### src/logic/scanline_pkg.sv
package scanline_pkg;

    localparam int ROW_BITS  = 15; // ddr3 row address
    localparam int COL8_BITS = 7;  // column in 8-bursts, 128 per page
    localparam int RC_BITS   = 22; // {row, col8}
    localparam int XFER_BITS = 6;  // transfer length, 0 means 64
    localparam int FW_BITS   = 13; // frame/window width in bursts
    localparam int FH_BITS   = 16; // frame height in lines

    typedef enum logic [3:0] {
        REG_MODE         = 4'h0, // {extra_pages[1:0], enable, run}
        REG_START_ADDR   = 4'h2, // frame start in {row, col8}
        REG_FULL_WIDTH   = 4'h3, // padded line length in bursts
        REG_WINDOW_WH    = 4'h4, // low = width, high = height
        REG_WINDOW_X0Y0  = 4'h5, // low = left, high = top
        REG_WINDOW_START = 4'h6  // low = start x, high = start y
    } reg_addr_e;

    typedef struct packed {
        logic        we;   // single-cycle write strobe
        reg_addr_e   addr;
        logic [31:0] data;
    } cmd_wr_t;

    typedef struct packed {
        logic [RC_BITS-1:0] start_addr;
        logic [FW_BITS:0]   full_width; // carry bit set when written as 0
        logic [FW_BITS:0]   win_width;
        logic [FH_BITS:0]   win_height;
        logic [FW_BITS-1:0] x0;
        logic [FH_BITS-1:0] y0;
        logic [FW_BITS-1:0] start_x;    // relative to window
        logic [FH_BITS-1:0] start_y;
    } scan_cfg_t;

    typedef struct packed {
        logic [2:0]           bank;
        logic [ROW_BITS-1:0]  row;
        logic [COL8_BITS-1:0] col;
        logic [XFER_BITS:0]   num;         // 1..64 bursts
        logic                 last_in_row;
        logic                 last_block;  // last transfer of the window
    } xfer_desc_t;

    typedef struct packed {
        logic [1:0] extra_pages; // credits held back from the buffer
        logic       enable;
        logic       run;         // low keeps the channel in reset
    } scan_mode_t;

endpackage

### src/logic/scanline_addr_pipe.sv
`timescale 1ns/1ps

module scanline_addr_pipe #(
    parameter int SETTLE_CYCLES = 7 // >= pipeline depth
) (
    input  logic                     rst,        // clock
    input  logic                     mclk,       // async reset, active high
    input  scanline_pkg::scan_cfg_t  cfg,
    input  logic                     param_wr,
    input  logic                     restart,    // reload start point
    input  logic                     advance,    // transfer started, step position
    output scanline_pkg::xfer_desc_t desc,
    output logic                     desc_valid
);
    import scanline_pkg::*;

    localparam int MPY_BITS = FW_BITS + 1 + FH_BITS - 3; // 14 x 13 product

    logic [FW_BITS-1:0]   curr_x;        // window-relative x of next transfer
    logic [FH_BITS-1:0]   curr_y;
    logic [FW_BITS-1:0]   frame_x;       // stage 1
    logic [FH_BITS-1:0]   frame_y;
    logic [FH_BITS:0]     next_y;
    logic [FW_BITS:0]     row_left;      // bursts left in this window row
    logic [COL8_BITS:0]   mem_page_left; // stage 2, bursts to ddr3 page end
    logic [XFER_BITS:0]   lim_by_xfer;   // row_left clipped to 64
    logic [FH_BITS-4:0]   frame_y8_r;    // line index with bank bits dropped
    logic [FW_BITS:0]     full_width_r;
    logic [RC_BITS-1:0]   start_addr_r;
    logic [XFER_BITS:0]   num_r;         // stage 3
    logic [MPY_BITS-1:0]  mul_full;
    logic [RC_BITS-1:0]   mul_rslt;
    logic [RC_BITS-1:0]   line_start;    // stage 4
    logic                 last_in_row_r;
    logic [RC_BITS-1:0]   row_col_r;     // stage 5
    logic                 last_block_r;
    logic [SETTLE_CYCLES-1:0] settle_r;  // ones shifted in after a change

    assign mul_full = frame_y8_r * full_width_r; // upper bits dropped below

    // position in the window
    always_ff @(posedge rst or posedge mclk) begin
        if (mclk) begin
            curr_x <= '0;
            curr_y <= '0;
        end else if (restart) begin
            curr_x <= cfg.start_x;
            curr_y <= cfg.start_y;
        end else if (advance) begin
            curr_x <= desc.last_in_row ? '0 : curr_x + FW_BITS'(desc.num); // wrap to row start
            if (desc.last_in_row)
                curr_y <= next_y[FH_BITS-1:0];
        end
    end

    always_ff @(posedge rst) begin
        frame_x       <= curr_x + cfg.x0;
        frame_y       <= curr_y + cfg.y0;
        next_y        <= {1'b0, curr_y} + 1'b1;
        row_left      <= cfg.win_width - {1'b0, curr_x};
        mem_page_left <= 8'd128 - {1'b0, frame_x[COL8_BITS-1:0]};
        lim_by_xfer   <= (|row_left[FW_BITS:XFER_BITS]) ? 7'd64 : row_left[XFER_BITS:0];
        frame_y8_r    <= frame_y[FH_BITS-1:3];
        full_width_r  <= cfg.full_width;
        start_addr_r  <= cfg.start_addr;
        num_r         <= (mem_page_left < {1'b0, lim_by_xfer}) ?
                         mem_page_left[XFER_BITS:0] : lim_by_xfer; // page end wins if closer
        mul_rslt      <= mul_full[RC_BITS-1:0];
        line_start    <= start_addr_r + mul_rslt;
        last_in_row_r <= (row_left == {{(FW_BITS - XFER_BITS){1'b0}}, num_r});
        row_col_r     <= line_start + RC_BITS'(frame_x);
        last_block_r  <= (row_left == {{(FW_BITS - XFER_BITS){1'b0}}, num_r}) &&
                         (next_y == cfg.win_height);
    end

    // results trusted only after the pipeline has refilled
    always_ff @(posedge rst or posedge mclk) begin
        if (mclk)
            settle_r <= '0;
        else if (restart || advance || param_wr)
            settle_r <= '0;
        else
            settle_r <= {settle_r[SETTLE_CYCLES-2:0], 1'b1};
    end

    assign desc_valid       = settle_r[SETTLE_CYCLES-1];
    assign desc.bank        = frame_y[2:0]; // 8 lines interleave over banks
    assign desc.row         = row_col_r[RC_BITS-1:COL8_BITS];
    assign desc.col         = row_col_r[COL8_BITS-1:0];
    assign desc.num         = num_r;
    assign desc.last_in_row = last_in_row_r;
    assign desc.last_block  = last_block_r;

    a_num_range: assert property (
        @(posedge rst) disable iff (mclk)
        desc_valid |-> (desc.num inside {[1:64]})
    );

endmodule

### src/logic/scanline_regs.sv
`timescale 1ns/1ps

module scanline_regs (
    input  logic                     rst,      // clock
    input  logic                     mclk,     // active-high async reset
    input  scanline_pkg::cmd_wr_t    cmd,
    output scanline_pkg::scan_cfg_t  cfg,
    output scanline_pkg::scan_mode_t mode,
    output logic                     param_wr  // any register changed
);
    import scanline_pkg::*;

    logic lo_zero;    // low width field is 0
    logic hi_zero;    // full upper halfword is 0

    assign lo_zero    = (cmd.data[FW_BITS-1:0] == '0);
    assign hi_zero    = (cmd.data[FH_BITS+15:16] == '0);

    always_ff @(posedge rst or posedge mclk) begin
        if (mclk) begin
            cfg      <= '0;
            mode     <= '0; // run low holds the channel in reset
            param_wr <= 1'b0;
        end else begin
            param_wr <= cmd.we; // lines up with the updated fields
            if (cmd.we) begin
                case (cmd.addr)
                    REG_MODE: begin
                        mode <= scan_mode_t'(cmd.data[3:0]);
                    end
                    REG_START_ADDR: begin
                        cfg.start_addr <= cmd.data[RC_BITS-1:0];
                    end
                    REG_FULL_WIDTH: begin
                        cfg.full_width <= {lo_zero, cmd.data[FW_BITS-1:0]}; // 0 -> 'h2000
                    end
                    REG_WINDOW_WH: begin
                        cfg.win_width  <= {lo_zero, cmd.data[FW_BITS-1:0]};
                        cfg.win_height <= {hi_zero, cmd.data[FH_BITS+15:16]}; // 0 -> 'h10000
                    end
                    REG_WINDOW_X0Y0: begin
                        cfg.x0 <= cmd.data[FW_BITS-1:0];
                        cfg.y0 <= cmd.data[FH_BITS+15:16];
                    end
                    REG_WINDOW_START: begin
                        cfg.start_x <= cmd.data[FW_BITS-1:0];
                        cfg.start_y <= cmd.data[FH_BITS+15:16];
                    end
                    default: begin
                        // nothing loaded for unused addresses
                    end
                endcase
            end
        end
    end

    // host side must only address implemented registers
    a_cmd_addr_legal: assert property (
        @(posedge rst) disable iff (mclk)
        cmd.we |-> (cmd.addr inside {REG_MODE, REG_START_ADDR, REG_FULL_WIDTH,
                                     REG_WINDOW_WH, REG_WINDOW_X0Y0, REG_WINDOW_START})
    );

endmodule

### src/logic/scanline_rw.sv
`timescale 1ns/1ps

module scanline_rw #(
    parameter int SETTLE_CYCLES = 7 // cycles before a descriptor is trusted
) (
    input  logic                                rst,          // clock
    input  logic                                mclk,         // async reset, active high
    input  scanline_pkg::cmd_wr_t               cmd,
    input  logic                                frame_start,
    input  logic                                next_page,
    input  logic                                xfer_grant,
    input  logic                                xfer_done,
    output logic                                frame_done,
    output logic                                xfer_want,
    output logic                                xfer_need,
    output logic                                xfer_start,
    output logic [2:0]                          xfer_bank,
    output logic [scanline_pkg::ROW_BITS-1:0]   xfer_row,
    output logic [scanline_pkg::COL8_BITS-1:0]  xfer_col,
    output logic [scanline_pkg::XFER_BITS-1:0]  xfer_num128,  // 0 means 64
    output logic                                xfer_reset_page
);
    import scanline_pkg::*;

    scan_cfg_t  cfg;
    scan_mode_t mode;
    xfer_desc_t desc;
    logic       param_wr;
    logic       desc_valid;
    logic       restart;
    logic       advance;

    scanline_regs u_regs (
        .rst      (rst),
        .mclk     (mclk),
        .cmd      (cmd),
        .cfg      (cfg),
        .mode     (mode),
        .param_wr (param_wr)
    );

    scanline_addr_pipe #(
        .SETTLE_CYCLES (SETTLE_CYCLES)
    ) u_addr_pipe (
        .rst        (rst),
        .mclk       (mclk),
        .cfg        (cfg),
        .param_wr   (param_wr),
        .restart    (restart),
        .advance    (advance),
        .desc       (desc),
        .desc_valid (desc_valid)
    );

    scanline_xfer_ctrl u_xfer_ctrl (
        .rst             (rst),
        .mclk            (mclk),
        .mode            (mode),
        .frame_start     (frame_start),
        .next_page       (next_page),
        .xfer_grant      (xfer_grant),
        .xfer_done       (xfer_done),
        .desc            (desc),
        .desc_valid      (desc_valid),
        .restart         (restart),
        .advance         (advance),
        .xfer_want       (xfer_want),
        .xfer_need       (xfer_need),
        .xfer_start      (xfer_start),
        .frame_done      (frame_done),
        .xfer_reset_page (xfer_reset_page)
    );

    assign xfer_bank   = desc.bank;
    assign xfer_row    = desc.row;
    assign xfer_col    = desc.col;
    assign xfer_num128 = desc.num[XFER_BITS-1:0]; // 64 wraps to 0

endmodule

### src/logic/scanline_xfer_ctrl.sv
`timescale 1ns/1ps

module scanline_xfer_ctrl (
    input  logic                     rst,        // clock
    input  logic                     mclk,       // active-high async reset
    input  scanline_pkg::scan_mode_t mode,
    input  logic                     frame_start,
    input  logic                     next_page,  // buffer page consumed
    input  logic                     xfer_grant,
    input  logic                     xfer_done,
    input  scanline_pkg::xfer_desc_t desc,
    input  logic                     desc_valid,
    output logic                     restart,
    output logic                     advance,
    output logic                     xfer_want,
    output logic                     xfer_need,
    output logic                     xfer_start,
    output logic                     frame_done,
    output logic                     xfer_reset_page
);
    localparam int PEND_BITS = 3; // up to 4 outstanding with 4 credits

    logic                 chn_en;       // new requests allowed
    logic                 chn_rst;      // channel held in reset
    logic                 busy_r;
    logic                 want_r;
    logic                 need_r;
    logic                 start_r;
    logic                 done_d;       // xfer_done one cycle late
    logic                 frame_done_r;
    logic                 last_block;   // final transfer already issued
    logic                 reset_page_r;
    logic [2:0]           page_cntr;    // free buffer pages
    logic [PEND_BITS-1:0] pending;      // started and not yet done
    logic                 pre_want;

    assign chn_en  = mode.enable && mode.run;
    assign chn_rst = !mode.run;
    assign pre_want = chn_en && busy_r && !want_r && !start_r && desc_valid && !last_block;

    assign restart         = chn_rst || frame_start;
    assign advance         = start_r;
    assign xfer_want       = want_r;
    assign xfer_need       = need_r;
    assign xfer_start      = start_r;
    assign frame_done      = frame_done_r;
    assign xfer_reset_page = reset_page_r;

    always_ff @(posedge rst or posedge mclk) begin
        if (mclk) begin
            busy_r       <= 1'b0;
            want_r       <= 1'b0;
            need_r       <= 1'b0;
            start_r      <= 1'b0;
            done_d       <= 1'b0;
            frame_done_r <= 1'b0;
            reset_page_r <= 1'b0;
        end else begin
            start_r      <= xfer_grant && !chn_rst; // one cycle after grant
            done_d       <= xfer_done;
            reset_page_r <= chn_rst;

            if (chn_rst)
                busy_r <= 1'b0;
            else if (frame_start)
                busy_r <= 1'b1;
            else if (frame_done_r)
                busy_r <= 1'b0;

            if (chn_rst || xfer_grant)
                want_r <= 1'b0;
            else if (pre_want && (page_cntr > {1'b0, mode.extra_pages}))
                want_r <= 1'b1; // credits beyond the reserve

            if (chn_rst || xfer_grant)
                need_r <= 1'b0;
            else if (pre_want && (page_cntr > {1'b0, mode.extra_pages}))
                need_r <= (page_cntr >= 3'd3); // urgent when the buffer is nearly empty

            if (chn_rst || frame_start)
                frame_done_r <= 1'b0;
            else if (busy_r && last_block && done_d && (pending == '0))
                frame_done_r <= 1'b1; // sticky until next frame
        end
    end

    // page credits, pending count, last block
    always_ff @(posedge rst or posedge mclk) begin
        if (mclk) begin
            page_cntr  <= '0;
            pending    <= '0;
            last_block <= 1'b0;
        end else begin
            if (frame_start)
                page_cntr <= 3'd4; // whole buffer free
            else if (start_r && !next_page)
                page_cntr <= page_cntr - 1'b1;
            else if (!start_r && next_page)
                page_cntr <= page_cntr + 1'b1;

            if (chn_rst || !busy_r)
                pending <= '0;
            else if (start_r && !xfer_done)
                pending <= pending + 1'b1;
            else if (!start_r && xfer_done)
                pending <= pending - 1'b1;

            if (chn_rst || !busy_r)
                last_block <= 1'b0;
            else if (start_r)
                last_block <= desc.last_block; // desc still holds the issued transfer
        end
    end

    a_grant_needs_want: assert property (
        @(posedge rst) disable iff (mclk)
        xfer_grant |-> want_r
    );

    // done from the memory side must match an earlier start
    a_pending_no_underflow: assert property (
        @(posedge rst) disable iff (mclk)
        (xfer_done && !start_r && busy_r && !chn_rst) |-> (pending != '0)
    );

endmodule

### config.mk
export PLATFORM = sky130hd
export DESIGN_NAME = scanline_rw
export DESIGN_NICKNAME = d
export VERILOG_FILES = /design/src/logic/scanline_pkg.sv /design/src/logic/scanline_addr_pipe.sv /design/src/logic/scanline_regs.sv /design/src/logic/scanline_rw.sv /design/src/logic/scanline_xfer_ctrl.sv
export SDC_FILE = /design/constraint.sdc
export NUM_CORES = 1
export LEC_CHECK = 0
export BUFFER_PORTS_ARGS = -buffer_cell sky130_fd_sc_hd__buf_2
export CORE_MARGIN = 5
export CORE_UTILIZATION = 59
export DETAILED_ROUTE_END_ITERATION = 10
export PLACE_DENSITY = 0.76
export SLEW_MARGIN = 20
export SYNTH_ARGS = -nofsm -noshare
export SYNTH_HDL_FRONTEND = slang
export SYNTH_HIERARCHICAL = 1
export SYNTH_SLANG_ARGS = --single-unit
export TNS_END_PERCENT = 1
### constraint.sdc
create_clock -name rst -period 8.3 [get_ports rst]
set_input_delay 0.83 -clock rst [delete_from_list [all_inputs] [get_ports rst]]
set_output_delay 0.83 -clock rst [all_outputs]
set_load 0.05 [all_outputs]
==> metrics.txt, run 1 <==
H-Tree Depth 2; drt pass-1 iters 5; Cell Area, Synth 21400 um2; Skew-Pair Late Insertion Delay 550 ps; Setup crit end kind flip-flop; max-slew violations 0; Worst Hold Class reg -> reg; min-delay src u_addr_pipe/frame_y[4]$_DFF_P_; fin util 0.658; Mapped Cells 1984; Slowest-stage cell, CP fa_1; Post-CTS Setup Inserts 0; Yosys warning total 6; Die H 200 um; IO Count 79; area occupied by registers 8490 um2; Core Box Area 35700 um2; slew margin rel. 0.319; Final setup viols 0; cell depth of the worst flop-to-flop path 18; mean post-synth cell area 10.8 um2; vias in the first global route 14988; final-stage net count 2371; largest net degree at the start of global routing 82; Layout area overhead 9.79%; Residual DRC 0; Starting Density 0.599; first-pass GRT wire length 75.5 mm; routed vias/inst 5.47; setup_tns 0 ps; f_max 184 MHz; CP top delay family adder cells; initial antenna violation count 0; Port Buf Inserts 78; DIE WIDTH 200 um; CTS tree built; clock root cell clkbuf_16; CTS max path bufs 3; routed len/inst 17.5 um; # fillers 2689; Crit Path Max Fanout 14; CTS Buf Count 39; Buf/Inv on CP 4; Critical Path AT 5910 ps; CP peak stage delay 540 ps; Hold Path Depth 0; Hold Fails Final Rpt 0; Worst R2R End u_addr_pipe/mul_rslt[20]$_DFF_P_; FF-to-FF setup slack 2850 ps; antenna viol nets, final 0; layout cells sized above 1 0.129; Final Critical Period 5450 ps; multi-input logic area 11600 um2; DR vias 13931; Max Cap Viol 0; clock sinks 379; status complete, no violations; Final GP Congestion 0.854; # rows 69; # hold bufs at CTS 0; fin crit share 0.657; Critical Path Start Type flip-flop; RSZ-0062 raised after global routing false; die area 40100 um2; 1st-iter DRT viols 756; CP required 8760 ps; Setup Skew 21.8 ps; clock slew at the register clock pins of the worst setup and hold paths 70 ps; CP dominant cell by count fa_1; WHS Endpoint u_addr_pipe/frame_y8_r[1]$_DFF_P_; GRT Total Usage 0.227; Min Hold Slack 320 ps; cts repair resizes 0; Crit Path Class reg -> reg; hpwl dp 33.1 mm; syn_nets 2301; Slew @ Worst Pin 1020 ps; R2R Path Start u_addr_pipe/frame_y8_r[2]$_DFF_P_; CP startpoint u_addr_pipe/frame_y8_r[2]$_DFF_P_; global route total overflow 0; final wirelength 44.5 mm; CP Cell Sequence and2_1 > fa_1 > inv_1 > fa_1 > inv_1 > fa_1 > inv_1 > fa_1 > fa_1 > inv_1 > ha_1 > o21ai_0 > a211oi_1 > o31ai_1 > o21ai_1 > a21o_1 > a21oi_1 > xnor2_1
-- layer usage --
metal,track usage,part of all wire
met5,0,0
met4,0.0585,0.022
met3,0.0314,0.039
met2,0.392,0.49
met1,0.305,0.45
-- state kept, by name (all words and copies together) (netlist names), 14 cells and up --
register	count
u_addr_pipe/row_left	14
u_addr_pipe/next_y	17
u_addr_pipe/mul_rslt	22
u_addr_pipe/row_col_r	22
u_addr_pipe/line_start	22
u_addr_pipe/frame_y	16
u_regs/cfg	125
u_addr_pipe/full_width_r	14
u_addr_pipe/curr_y	16
u_addr_pipe/start_addr_r	22
-- cell type report --
type / instances / area share
multi-input cells: 1298 / 0.497
flip-flops and latches: 379 / 0.362
clock buffers: 51 / 0.0457
inverters: 251 / 0.0404
well taps: 461 / 0.0246
repair buffers: 85 / 0.0189
clock inverters: 21 / 0.0114
diodes: 1 / 0.000107
-- per-stage QoR --
step,setup WS [ps],instance area [um2],std cells
finish,2850,23400,2547
global route,2480,23400,2546
CTS,2880,23400,2546
detailed placement,2890,22100,2474
global placement,2940,22100,2474
floorplan,3200,21400,1984
-- worst max path at each step --
| stage | end | cells past startpoint |
|---|---|---|
| after floorplan | u_addr_pipe/mul_rslt[20]$_DFF_P_ | 19 |
| after global placement | u_addr_pipe/mul_rslt[20]$_DFF_P_ | 18 |
| after detailed placement | u_addr_pipe/mul_rslt[20]$_DFF_P_ | 18 |
| after CTS | u_addr_pipe/mul_rslt[20]$_DFF_P_ | 18 |
| after global routing | u_addr_pipe/mul_rslt[20]$_DFF_P_ | 18 |
| final | u_addr_pipe/mul_rslt[20]$_DFF_P_ | 18 |
-- cell usage in the layout (no fill, tap or decap), drive strengths merged, types with 20 or more instances in the layout --
cell      n
a21o     42
and2    102
xor2     43
fa      132
dfrtp   180
nor3     24
nand2b   20
a21oi    75
mux2i    24
inv     253
nand2   140
ha      142
dfxtp   199
nor2     67
clkbuf   51
xnor2   105
buf      85
o21ai    60
mux2    135
Power of run 1 is left out: the tool's default activity adds up to more than one toggle a clock period on the data nets, which glitch-free logic cannot reach.
==> run 2, diff against run 1 <==
--- a/config.mk
+++ b/config.mk
@@ -5,11 +5,12 @@
 export SDC_FILE = /design/constraint.sdc
 export NUM_CORES = 1
 export LEC_CHECK = 0
+export ABC_AREA = 1
 export BUFFER_PORTS_ARGS = -buffer_cell sky130_fd_sc_hd__buf_2
 export CORE_MARGIN = 5
-export CORE_UTILIZATION = 59
+export CORE_UTILIZATION = 57
 export DETAILED_ROUTE_END_ITERATION = 10
-export PLACE_DENSITY = 0.76
+export PLACE_DENSITY = 0.77
 export SLEW_MARGIN = 20
 export SYNTH_ARGS = -nofsm -noshare
 export SYNTH_HDL_FRONTEND = slang
==> constraint.sdc (replaced) <==
create_clock -name rst -period 4.6 [get_ports rst]
set_input_delay 0.46 -clock rst [delete_from_list [all_inputs] [get_ports rst]]
set_output_delay 0.46 -clock rst [all_outputs]
set_load 0.05 [all_outputs]
==> metrics.txt, run 2 <==
status complete, no violations; final wirelength 58.1 mm; Cell Area, Synth 22600 um2; CTS Buf Count 39; Yosys warning total 6; cell depth of the worst flop-to-flop path 21; mean post-synth cell area 8.09 um2; CP Cell Sequence buf_12 > nand2_1 > inv_1 > fa_2 > inv_2 > fa_2 > inv_1 > fa_2 > fa_1 > inv_2 > fa_1 > inv_1 > ha_4 > nand2_2 > nor3_4 > nand2_2 > nor3_4 > inv_1 > nand3_2 > nand2_1 > nand2_1; commonest non-fill, non-tap cell in the layout nand2_1; Starting Density 0.580; DR vias 18732; multi-input logic area 12400 um2; H-Tree Depth 2; CP required 5100 ps; vias in the first global route 18847; final-stage net count 3254; layout cells sized above 1 0.138; CP top delay family adder cells; register bank with the most flops u_regs/cfg; placed cells 3395; Final setup viols 0; min-delay src xfer_done; # rows 72; Critical Path Start Type flip-flop; commonest non-fill, non-tap cells in the layout nand2_1, inv_1, dfrtp_1; Final Critical Period 4530 ps; Setup crit end kind flip-flop; Layout area overhead 15.8%; Setup Skew 14.8 ps; Finished Layout Cells 3486; Hold Fails Final Rpt 0; CTS max path bufs 3; syn_nets 3104; GRT Total Usage 0.263; routed vias/inst 5.37; clock sinks 379; antenna viol nets, final 0; Crit Path Max Fanout 11; hpwl dp 44.2 mm; die area 43700 um2; initial antenna violation count 0; DIE WIDTH 209 um; f_max 221 MHz; Slowest-stage cell, CP fa_1; largest net degree at the start of global routing 79; IO Count 79; # fillers 3144; routed len/inst 16.7 um; clock root cell clkbuf_16; Skew-Pair Late Insertion Delay 550 ps; flip-flop count of the largest register after layout 125; Mapped Cells 2787; WHS Endpoint u_xfer_ctrl/done_d$_DFF_PP0_; Port Buf Inserts 78; R2R Path Start u_addr_pipe/full_width_r[7]$_DFF_P_; max-slew violations 0; drt pass-1 iters 6; Crit Path Class reg -> reg; Critical Path AT 5030 ps; clock slew at the register clock pins of the worst setup and hold paths 70 ps; CP peak stage delay 560 ps; Final GP Congestion 0.944; DP Worst Slack -221 ps; CP dominant cell by count inv_1; Worst Hold Class in -> reg; Residual DRC 0; first-pass GRT wire length 94.6 mm; Max Cap Viol 0; Core Box Area 38900 um2; number of inserted diodes 0; FF-to-FF setup slack 70 ps; CTS tree built; global route total overflow 0; Min Hold Slack 75.1 ps; 1st-iter DRT viols 1389; Buf/Inv on CP 7; slew margin rel. 0.387; RSZ-0062 raised after global routing true; fin crit share 0.985; Die H 209 um; Worst R2R End u_addr_pipe/mul_rslt[21]$_DFF_P_; area occupied by registers 8570 um2; Slew @ Worst Pin 916 ps; final worst-path setup slack 67.4 ps; Hold Path Depth 1
==> run 2: stage by stage <==
stage                     utilization  instance area (um2)  setup TNS (ps)
final                           0.671                26100               0
after global routing            0.671                26100            -257
after CTS                       0.656                25500           -2.99
after detailed placement        0.616                24000           -1620
after global placement          0.616                24000            -878
after floorplan                     -                22600               0
==> run 2: repair_timing <==
item | in CTS | in global routing
buffers inserted | 1 | 16
gates resized for setup | 56 | 134
gates cloned | 0 | 1
hold endpoints to repair | 14 | 0
endpoints found under the setup margin | 13 | 12
hold buffers | 1 | 0
pin swaps | 7 | 94
==> run 2: worst reg2reg max path, stage by stage (launching register included) <==
cell	delay (ps)
dfxtp_4	360
buf_12	140
nand2_1	50
inv_1	50
fa_2	530
inv_2	40
fa_2	540
inv_1	50
fa_2	340
fa_1	560
inv_2	50
fa_1	540
inv_1	70
ha_4	270
nand2_2	70
nor3_4	220
nand2_2	110
nor3_4	210
inv_1	100
nand3_2	70
nand2_1	50
nand2_1	50
==> run 2: layout make-up <==
cell class	instances	share of cell area
multi-input cells	1851	0.476
inverters	488	0.0703
repair buffers	178	0.0486
flip-flops and latches	379	0.328
clock inverters	12	0.00632
well taps	518	0.0248
clock buffers	60	0.0463
==> run 2: worst max path at each step <==
stage,from,to,slack [ps],depth (start not counted)
2_1_floorplan,u_addr_pipe/full_width_r[0]$_DFF_P_,u_addr_pipe/mul_rslt[21]$_DFF_P_,2,18
4_1_cts,u_addr_pipe/full_width_r[6]$_DFF_P_,u_addr_pipe/mul_rslt[18]$_DFF_P_,-2,18
5_1_grt,u_addr_pipe/full_width_r[7]$_DFF_P_,u_addr_pipe/mul_rslt[21]$_DFF_P_,-120,21
3_5_place_dp,u_addr_pipe/full_width_r[4]$_DFF_P_,u_addr_pipe/mul_rslt[16]$_DFF_P_,-220,16
3_3_place_gp,u_addr_pipe/full_width_r[4]$_DFF_P_,u_addr_pipe/mul_rslt[16]$_DFF_P_,-140,16
6_report,u_addr_pipe/full_width_r[7]$_DFF_P_,u_addr_pipe/mul_rslt[21]$_DFF_P_,70,21
==> run 2: metal layers <==
layer / vias up / wire length, um / track usage
li1: 8982 / - / -
met1: 9034 / 25200 / 0.357
met2: 576 / 27700 / 0.434
met3: 140 / 3060 / 0.0348
met4: 0 / 2160 / 0.100
met5: - / 0 / 0
Power of run 2 is left out for the same reason.
